`src/include/mapview_cfg.svh`:
```
//------------------------------------------------
// map viewer configuration
// screen window, map, sprite sheet and memory sizes
//------------------------------------------------
`ifndef MAPVIEW_CFG_SVH
`define MAPVIEW_CFG_SVH

// map window on the screen, top-left corner and size
`define WIN_X0 80
`define WIN_Y0 80
`define WIN_W 128
`define WIN_H 96

// background map in map pixels
`define MAP_W 128
`define MAP_H 96

// camera limits, map size less half the window
`define CAM_X_MAX (`MAP_W - `WIN_W / 2)
`define CAM_Y_MAX (`MAP_H - `WIN_H / 2)

// player sprite centre, frame size, sheet layout
`define SPR_CX 144
`define SPR_CY 128
`define SPR_W 14
`define SPR_H 19
`define SHEET_W 28
`define SPR_BASE 12288

// shared pixel memory
`define MEM_DEPTH 16384

// keyboard scan codes
`define KEY_A 8'h04
`define KEY_D 8'h07
`define KEY_W 8'h1A
`define KEY_S 8'h16

`endif
```
`src/rtl/mapview_pkg.sv`:
```
//------------------------------------------------
// map viewer types and the fixed 16-colour palette
//------------------------------------------------
package mapview_pkg;

	typedef logic [9:0] coord_t;
	typedef logic [7:0] camPos_t;
	typedef logic [13:0] memAddr_t;
	typedef logic [3:0] pixIdx_t;
	typedef logic [7:0] colour_t;
	// two key bytes, low byte is the most recent key
	typedef logic [15:0] keycode_t;

	typedef enum logic [1:0] {IDLE, WAIT, DONE} apbPhase_t;

	// index to {red, green, blue}, 4 bits each
	function automatic logic [11:0] palette(pixIdx_t idx);
		case (idx)
			4'h0: palette = 12'h000;
			4'h1: palette = 12'hFFF;
			4'h2: palette = 12'h4A2;
			4'h3: palette = 12'h8D5;
			4'h4: palette = 12'h262;
			4'h5: palette = 12'hC96;
			4'h6: palette = 12'hA74;
			4'h7: palette = 12'h36C;
			4'h8: palette = 12'h8BF;
			4'h9: palette = 12'h963;
			4'hA: palette = 12'hC33;
			4'hB: palette = 12'hF86;
			4'hC: palette = 12'h555;
			4'hD: palette = 12'hAAA;
			4'hE: palette = 12'hFD4;
			default: palette = 12'h202;
		endcase
	endfunction

endpackage

```
`src/rtl/pixelBus_if.sv`:
```
//------------------------------------------------
// request/grant link from one memory peer
// to the pixel store arbiter
//------------------------------------------------
interface pixelBus_if import mapview_pkg::*; ();

	logic request;
	logic write;
	memAddr_t address;
	pixIdx_t writeData;
	// grant is same-cycle, readData one cycle later
	logic grant;
	pixIdx_t readData;

	modport peer (output request, write, address, writeData, input grant, readData);
	modport store (input request, write, address, writeData, output grant, readData);

endinterface

```
`src/rtl/apbLoader.sv`:
```
//------------------------------------------------
// APB slave for the host, turns transfers into
// pixel memory writes and reads
//------------------------------------------------
module apbLoader import mapview_pkg::*; (
	input logic Clock,
	input logic Reset,
	input logic apbSel,
	input logic apbEnable,
	input logic apbWrite,
	input memAddr_t apbAddr,
	input pixIdx_t apbWdata,
	output logic apbReady,
	output pixIdx_t apbRdata,
	pixelBus_if.peer hostBus
);

	apbPhase_t state, nextState;
	logic access;
	pixIdx_t rdataQ;

	// access phase of a transfer
	assign access = apbSel & apbEnable;

	// hold the request until the arbiter lets us in
	assign hostBus.request = access & (state != DONE);
	assign hostBus.write = apbWrite;
	assign hostBus.address = apbAddr;
	assign hostBus.writeData = apbWdata;

	always_comb begin
		nextState = state;
		case (state)
			IDLE: if (access) nextState = hostBus.grant ? DONE : WAIT;
			WAIT: begin
				if (hostBus.grant)
					nextState = DONE;
				else if (!access)
					nextState = IDLE;
			end
			default: nextState = IDLE;
		endcase
	end

	always_ff @(posedge Clock or posedge Reset) begin
		if (Reset)
			state <= IDLE;
		else
			state <= nextState;
	end

	// keep the last read value after the transfer
	always_ff @(posedge Clock) begin
		if (state == DONE)
			rdataQ <= hostBus.readData;
	end

	// memory data lands the cycle after the grant
	assign apbReady = (state == DONE);
	assign apbRdata = (state == DONE) ? hostBus.readData : rdataQ;

	// enable rises only after a setup cycle
	setupFirst: assert property (@(posedge Clock) disable iff (Reset)
		$rose(apbEnable) |-> $past(apbSel) && apbSel);

endmodule

```
`src/flat_wrapper.sv`:
```
// flat-port wrapper written by rule: the top's interface ports become plain ports
module apbLoader_flat import mapview_pkg::*;
  (Clock, Reset, apbSel, apbEnable, apbWrite, apbAddr, apbWdata, apbReady, apbRdata, hostBus_request, hostBus_write, hostBus_address, hostBus_writeData, hostBus_grant, hostBus_readData);
  pixelBus_if hostBus_i ();
  input logic Clock;
  input logic Reset;
  input logic apbSel;
  input logic apbEnable;
  input logic apbWrite;
  input memAddr_t apbAddr;
  input pixIdx_t apbWdata;
  output logic apbReady;
  output pixIdx_t apbRdata;
  output wire logic [$bits(hostBus_i.request)-1:0] hostBus_request;
  output wire logic [$bits(hostBus_i.write)-1:0] hostBus_write;
  output wire logic [$bits(hostBus_i.address)-1:0] hostBus_address;
  output wire logic [$bits(hostBus_i.writeData)-1:0] hostBus_writeData;
  input wire logic [$bits(hostBus_i.grant)-1:0] hostBus_grant;
  input wire logic [$bits(hostBus_i.readData)-1:0] hostBus_readData;
  assign hostBus_request = hostBus_i.request;
  assign hostBus_write = hostBus_i.write;
  assign hostBus_address = hostBus_i.address;
  assign hostBus_writeData = hostBus_i.writeData;
  assign hostBus_i.grant = hostBus_grant;
  assign hostBus_i.readData = hostBus_readData;
  apbLoader u_core (.Clock(Clock), .Reset(Reset), .apbSel(apbSel), .apbEnable(apbEnable), .apbWrite(apbWrite), .apbAddr(apbAddr), .apbWdata(apbWdata), .apbReady(apbReady), .apbRdata(apbRdata), .hostBus(hostBus_i));
endmodule
```
`config.mk`:
```
export PLATFORM = sky130hd
export DESIGN_NAME = apbLoader_flat
export DESIGN_NICKNAME = d
export VERILOG_FILES = /design/src/include/mapview_cfg.svh /design/src/rtl/mapview_pkg.sv /design/src/rtl/pixelBus_if.sv /design/src/rtl/apbLoader.sv /design/src/flat_wrapper.sv
export SDC_FILE = /design/constraint.sdc
export NUM_CORES = 1
export LEC_CHECK = 0
export BUFFER_PORTS_ARGS = -buffer_cell sky130_fd_sc_hd__buf_2
export CAP_MARGIN = 20
export CORE_AREA = 2 2 39 41
export CTS_CLUSTER_DIAMETER = 120
export DETAILED_ROUTE_END_ITERATION = 10
export DIE_AREA = 0 0 41 43
export PLACE_DENSITY = 0.77
export SETUP_SLACK_MARGIN = 0.02
export SLEW_MARGIN = 20
export SYNTH_ARGS = -nofsm -noshare
export SYNTH_HDL_FRONTEND = slang
export SYNTH_SLANG_ARGS = --single-unit
```
`constraint.sdc`:
```
create_clock -name Clock -period 2.3 [get_ports Clock]
set_input_delay 0.46 -clock Clock [delete_from_list [all_inputs] [get_ports Clock]]
set_output_delay 0.46 -clock Clock [all_outputs]
set_load 0.02 [all_outputs]
```
==> reports/metrics.sh, run 1 <==
OUTCOME='finished, final reports clean'
TIMING.FINAL.CRIT_PERIOD_PS=1810
DIE_W_UM=41
GRT_OVERFLOW_TOTAL=0
SETUP.WORST_PATH.CLASS='reg -> out'
CTS_TREE='done'
MAPPEDNETLISTAREA_UM2=387
CTS.CLK_SLEW.WORST_PATHS_PS=40
CTS_MADE_BUFFERS=3
ANTENNADIODECOUNT=0
FINALNONFILLERCELLS=50
POST-ROUTE-DRC-COUNT=0
YS_FF_LATCH=6
PLEAK_nW=0.179
VIA_COUNT_OF_THE_FIRST_GLOBAL_ROUTING_PASS=212
SLEW-LIMIT-HEADROOM_PCT=85.5
CTSROOTBUFFERMASTER='sky130_fd_sc_hd__clkbuf_4'
INITIAL_ANTENNA_VIOLATION_COUNT=0
SETUP_VIOL_COUNT_FINAL=0
CLOCK_SINK_COUNT=6
PORT_BUFFERS=14
CTS_SETUP_BUFFERS=0
HOLD_VIOLATION_TOTAL_FROM_THE_FINAL_REPORT=0
WORSTSETUPSTARTPOINT='u_core.state[0]$_DFFE_PP0P_'
ANTENNA_VIOL_NETS_FINAL=0
CP_CELL_SEQUENCE='nor2b_4 -> mux2_4 -> buf_2'
STARTING_UTILIZATION_OF_THE_CORE_AREA_PCT=27.9
POST_CTS_HOLD_BUFFER_COUNT=0
CRITICAL_PATH.REG2REG.STARTPOINT='u_core.state[0]$_DFFE_PP0P_'
FINALSETUPTNS_PS=0
NETS=64
TOP_LEVEL_PORTS=53
PLACE.GP.CONGESTION=0.536
DETAIL_ROUTE.ITER0.VIOLATIONS=0
LAYOUT-DRIVE-GT1-SHARE_PCT=64.7
RSZ_0062_RAISED_AFTER_GLOBAL_ROUTING='no'
GRT_START_MAX_NET_PINS=7
POWER_DENSITY_nW_PER_UM2=918
WORST_SKEW_PAIR.LATE_LATENCY_PS=240
CRITPATHLAUNCHTYPE='flip-flop'
FIRST_PASS_GRT_WIRE_LENGTH_UM=834
ENDPOINT_KIND='output pin'
CLK_SKEW_PS=1.01
VDD_IR_DROP_MAX_V=0.000302
PROPORTION_OF_SYNTHESIZED_CHIP_AREA_IN_SEQUENTIAL_CELLS_PCT=33.7
WORST_HOLD_PATH_TYPE='in -> async'
CP_DATA_ARRIVAL_TIME_PS=1350
SYNTHESIS.AREA_PER_INSTANCE_UM2=10.4
FP.COREAREA_UM2=1380
GRT.TOTAL_USAGE_PCT=7.37
SLOWEST_DELAY_PS=400
ROUTED_VIA_DENSITY=3.80
PLACEDCELLCOUNT=47
MAX_FREQ_MHz=553
WORSTPATHREQUIRED_PS=1840
SYNTH.LARGEST_AREA_CELL='sky130_fd_sc_hd__buf_4'
DR_TOTAL_VIAS=190
TIMING.CRITICAL_PATH.SLOWEST_STAGE_CELL='sky130_fd_sc_hd__dfrtp_1'
CAP_VIOLATIONS=0
NUMBER_OF_DISTINCT_LIBRARY_CELLS_AFTER_SYNTHESIS=12
CTS_RESIZED=0
SYNTH_CELLS=37
TIMING_MAX_TRANSITION_VIOLATIONS_FINAL=0
DRT-TOTAL-WL_UM=560
YOSYSWARNINGCOUNT=0
NETLIST.AREA_LEADER.SHARE_PCT=36.9
DIE_AREA_UM2=1760
CTS_MAX_PATH_BUFFERS=2
SYNTHESIS_TO_LAYOUT_AREA_GROWTH_PCT=-10.7
TIMING.FINAL.CRIT_SHARE_PCT=78.6
SYNTH_NETS=65
SYNTH.AREA.TOP_CELLS='sky130_fd_sc_hd__buf_4 (37%), sky130_fd_sc_hd__dfxtp_1 (21%), sky130_fd_sc_hd__mux2_4 (16%)'
CRITPATHMAXFANOUT=6
ROWS=14
DIE-HEIGHT_UM=43
H-TREE-DEPTH=1
WL_PER_CELL_UM=11.2
WORSTMARGINPINSLEW_PS=216
DETAILEDROUTE.FIRSTPASSITERATIONCOUNT=1
flip-flops by register name, indices dropped and copies added (netlist names):
register	flops
u_core.state	2
u_core.rdataQ	4
power breakdown:
part	switching (mW)	internal (mW)	leakage, nW
registers	0.00689	0.125	0.0606
logic	0.0466	0.0450	0.104
clock network	0.0344	0.0588	0.0138
total	0.0879	0.229	0.179
worst paths after layout:
kind | endpoint | slack [ps] | cells after the start
worst min register to register | u_core.state[1]$_DFFE_PP0P_ | 470 | 1
worst min-delay path | u_core.state[0]$_DFFE_PP0P_ | 70 | 2
worst max register to register | u_core.rdataQ[1]$_DFF_P_ | 1230 | 2
max in group asynchronous | u_core.state[1]$_DFFE_PP0P_ | 2110 | 2
min in group Clock | u_core.state[0]$_DFFE_PP0P_ | 400 | 2
worst max-delay path | apbRdata[2] | 490 | 3
cell usage in the layout (no fill, tap or decap):
cell type | Yosys | layout
sky130_fd_sc_hd__clkbuf_4 | 0 | 3
sky130_fd_sc_hd__dfrtp_1 | 2 | 2
sky130_fd_sc_hd__mux2_4 | 4 | 4
sky130_fd_sc_hd__nor2_1 | 1 | 1
sky130_fd_sc_hd__nand2_1 | 1 | 1
sky130_fd_sc_hd__dfxtp_1 | 4 | 4
sky130_fd_sc_hd__buf_2 | 0 | 14
sky130_fd_sc_hd__inv_1 | 1 | 1
sky130_fd_sc_hd__nor2b_4 | 1 | 1
sky130_fd_sc_hd__nor3b_1 | 1 | 1
sky130_fd_sc_hd__nor3_1 | 1 | 1
sky130_fd_sc_hd__a21oi_1 | 1 | 1
per-layer routing:
metal,routed length [µm],global-route usage (%)
met4,0,8.00
met5,0,0
met2,218,8.44
met1,219,8.50
met3,122,4.19
cells in the mapped netlist, drive strengths merged:
cell type  instances
a21oi              1
buf               20
dfrtp              2
dfxtp              4
inv                1
mux2               4
nand2              1
nor2               1
nor2b              1
nor3               1
nor3b              1
per-stage QoR:
step / setup slack, ps / cell area, µm² / hold slack (ps) / power, mW / util [%]
2_1_floorplan: 861 / 387 / 201 / 0.247 / -
3_3_place_gp: 749 / 323 / 317 / 0.224 / 23.3
3_5_place_dp: 732 / 323 / 320 / 0.225 / 23.3
4_1_cts: 465 / 345 / 57.5 / 0.325 / 25.0
5_1_grt: 413 / 345 / 72.3 / 0.335 / 25.0
6_report: 492 / 345 / 70.2 / 0.317 / 25.0
worst max-delay path, delay by kind of cell (launching register included):
family | cells | cell delay, ps
multiplexers | 1 | 330
buffers and inverters | 1 | 160
flip-flops | 1 | 400
AND/OR/NAND/NOR | 1 | 230
logic make-up (layout without fill, tap and decap cells):
kind of cell,after synthesis,in the layout,synth area share (%)
compound gates,1,1,1.29
buf+inv,21,18,40.8
flops,6,6,33.7
mux,4,4,15.5
simple gates,5,5,8.73
area by class of cell:
class / count / area, µm²
fillers: 148 / 1040
flip-flops and latches: 6 / 130
multi-input cells: 10 / 98.8
repair buffers: 14 / 70.1
clock buffers: 3 / 22.5
well taps: 16 / 20.0
inverters: 1 / 3.75
Note: power is estimated with default switching activity, not from simulation.
==> run 2, diff against run 1 <==
Settings changed: CORE_AREA 2 2 39 41 to default, CORE_MARGIN from default to 1.5, CORE_UTILIZATION from default to 29, DIE_AREA 0 0 41 43 to default.
Clock period 2.3 ns to 1.75 ns, I/O delays scaled along.
==> run 2 against run 1 <==
  * Flip-flop and latch count stayed put
  * Clock skew is 4.4 ps higher
  * Power is 50% higher
  * First-iteration DRC count up 2
  * Routed wire length fell by 4.5%
  * Die area is 11% lower
  * Via count is 14% higher
  * Core utilization up 8.9 points
  * Sequential share of layout area down 4.9 points
  * Sequential power is 30% higher
  * Final area grew 15%
  * Non-clock buffer count grew 3
  * Highest routed layer is now met4
==> reports/metrics.sh, run 2 (same netlist as run 1, synthesis figures left out) <==
DR_TOTAL_VIAS=216  # +14%
NETS=67  # +4.7%
DIE_AREA_UM2=1560  # -11%
BIGGESTREGSBYFLOPS='u_core.rdataQ x4, u_core.state x2'
SLEW-LIMIT-HEADROOM_PCT=85.8  # +0.28 points
HOLD_VIOLATION_TOTAL_FROM_THE_FINAL_REPORT=0  # unchanged
CAP_VIOLATIONS=0  # unchanged
CP_DATA_ARRIVAL_TIME_PS=1330  # -20 ps
WORST_HOLD_PATH_TYPE='in -> reg'
PLACE.GP.CONGESTION=0.728  # +36%
DETAILEDROUTE.FIRSTPASSITERATIONCOUNT=2  # +1
CTS_MAX_PATH_BUFFERS=2  # unchanged
WORST_SKEW_PAIR.LATE_LATENCY_PS=240  # about the same
GRT_START_MAX_NET_PINS=7  # unchanged
LARGEST_REGISTER_FF_COUNT=4  # unchanged
FINALSETUPTNS_PS=0  # unchanged
ANTENNADIODECOUNT=0  # unchanged
MAX_FREQ_MHz=594
ENDPOINT_KIND='output pin'
DIE_W_UM=39.5  # -3.6%
SYNTHESIS_TO_LAYOUT_AREA_GROWTH_PCT=2.59
HOLD-PATH-CELL-COUNT=2
OUTCOME='finished, final reports clean'
ANTENNA_VIOL_NETS_FINAL=0  # unchanged
VIA_COUNT_OF_THE_FIRST_GLOBAL_ROUTING_PASS=191  # -9.9%
FINAL_DESIGN_AREA_NO_FILL_UM2=397  # +15%
TIMING.FINAL.CRIT_SHARE_PCT=96.2
TOP_LEVEL_PORTS=53  # unchanged
R2R.WORST_PATH.CELLS=3  # +1
FP.COREAREA_UM2=1170  # -15%
TIMING.FINAL.CRIT_PERIOD_PS=1680
FIRST_PASS_GRT_WIRE_LENGTH_UM=738  # -12%
WORSTMARGINPINSLEW_PS=212  # -4.22 ps
REGISTERS.TOP_BY_FF_COUNT='u_core.rdataQ'
MOSTFREQUENTLAYOUTCELLS='sky130_fd_sc_hd__buf_2 (10), sky130_fd_sc_hd__mux2_4 (4), sky130_fd_sc_hd__buf_6 (4), sky130_fd_sc_hd__dfxtp_1 (4), sky130_fd_sc_hd__clkbuf_4 (3)'
CTS_MADE_BUFFERS=3  # unchanged
ROWS=12  # -2
CLK_SKEW_PS=5.43  # +4.42 ps
RSZ_0062_RAISED_AFTER_GLOBAL_ROUTING='yes'
H-TREE-DEPTH=1  # unchanged
TIMING_MAX_TRANSITION_VIOLATIONS_FINAL=0  # unchanged
DETAIL_ROUTE.ITER0.VIOLATIONS=2  # +2
GRT_OVERFLOW_TOTAL=0  # unchanged
DRT-TOTAL-WL_UM=535  # -4.5%
PLACE_WS_PS=296  # -436 ps
SETUP_VIOL_COUNT_FINAL=0  # unchanged
ROUTED_VIA_DENSITY=4.15  # +9.3%
CRITPATHLAUNCHTYPE='flip-flop'
STARTING_UTILIZATION_OF_THE_CORE_AREA_PCT=33.0  # +5.1 points
VDD_IR_DROP_MAX_V=0.000370  # +23%
WORST_HOLD_MARGIN_PS=276  # +205 ps
INITIAL_ANTENNA_VIOLATION_COUNT=0  # unchanged
CTS_TREE='done'
CTS.CLK_SLEW.WORST_PATHS_PS=50  # about the same
CLOCK_SINK_COUNT=6  # unchanged
SETUP.WORST_PATH.CLASS='reg -> out'
CRITPATHMAXFANOUT=6  # unchanged
LAYOUT-DRIVE-GT1-SHARE_PCT=63.2  # -1.5 points
POST-ROUTE-DRC-COUNT=0  # unchanged
DIE-HEIGHT_UM=39.5  # -8.1%
PLEAK_nW=0.202  # +13%
POWER_DENSITY_nW_PER_UM2=1200  # +31%
CTSROOTBUFFERMASTER='sky130_fd_sc_hd__clkbuf_4'
POST_LAYOUT_WORST_SETUP_MARGIN_PS=65.9  # -426 ps
WL_PER_CELL_UM=10.3  # -8.1%
DPL-INSTANCE-AREA_UM2=320  # -0.78%
WORSTPATHREQUIRED_PS=1400  # -440 ps
LAYOUT_COMMONEST_CELL='sky130_fd_sc_hd__buf_2'
PORT_BUFFERS=14  # unchanged
GRT.TOTAL_USAGE_PCT=7.33  # -0.038 points
run 2: cell types whose count changed in the layout (fill, tap and decap cells not counted), sizes merged:
| cell | before | now |
|---|---|---|
| buf | 14 | 16 |
| clkbuf | 3 | 4 |
| dlygate4sd3 | 0 | 1 |
run 2: path summary, 6_finish.rpt:
check                                                    to                         from  slack, ps
worst max-delay path                            apbRdata[0]  u_core.state[0]$_DFFE_PP0P_         70
worst min-delay path            u_core.state[0]$_DFFE_PP0P_                hostBus_grant        280
worst max register to register     u_core.rdataQ[1]$_DFF_P_  u_core.state[0]$_DFFE_PP0P_        560
worst min register to register     u_core.rdataQ[0]$_DFF_P_     u_core.rdataQ[0]$_DFF_P_        480
max in group asynchronous       u_core.state[1]$_DFFE_PP0P_                        Reset       1150
min in group asynchronous       u_core.state[0]$_DFFE_PP0P_                        Reset        490
run 2: power by group:
part	total [mW]	switching, mW	internal [mW]	leakage (nW)
logic	0.167	0.0700	0.0967	0.127
clock network	0.137	0.0510	0.0864	0.0150
registers	0.171	0.00691	0.164	0.0606
run 2: area by class of cell:
cell class	count	area, µm²
fillers	124	774
multi-input cells	10	98.8
inverters	1	3.75
well taps	14	17.5
flip-flops and latches	6	130
clock buffers	4	26.3
repair buffers	17	120
run 2: layer usage:
metal | part of all wire, % | vias up | GRT usage [%] | wire (µm)
met2 | 42 | 14 | 7.38 | 224
met1 | 43 | 99 | 8.97 | 231
li1 | - | 99 | - | -
met4 | 1.9 | 0 | 8.62 | 10
met3 | 13 | 4 | 4.55 | 68
met5 | 0 | - | 0 | 0
run 2: what timing repair did:
item / in CTS / in global routing
setup endpoints to repair: 0 / 4
hold buffers: 1 / 0
hold endpoints to repair: 2 / 0
setup buffers: 0 / 2
resized for setup: 0 / 8
run 2: critical path, cell delays in order (launching register included):
cell and delay [ps]:
sky130_fd_sc_hd__dfrtp_1 400, sky130_fd_sc_hd__nor2b_4 220, sky130_fd_sc_hd__mux2_4 330, sky130_fd_sc_hd__buf_6 130
run 2: metrics by stage:
step | power (mW) | util (%) | std cells
after floorplan | 0.325 | - | 37
after global placement | 0.295 | 27.4 | 45
after detailed placement | 0.297 | 27.4 | 45
after CTS | 0.442 | 30.4 | 50
after global routing | 0.500 | 33.9 | 52
final | 0.475 | 33.9 | 52
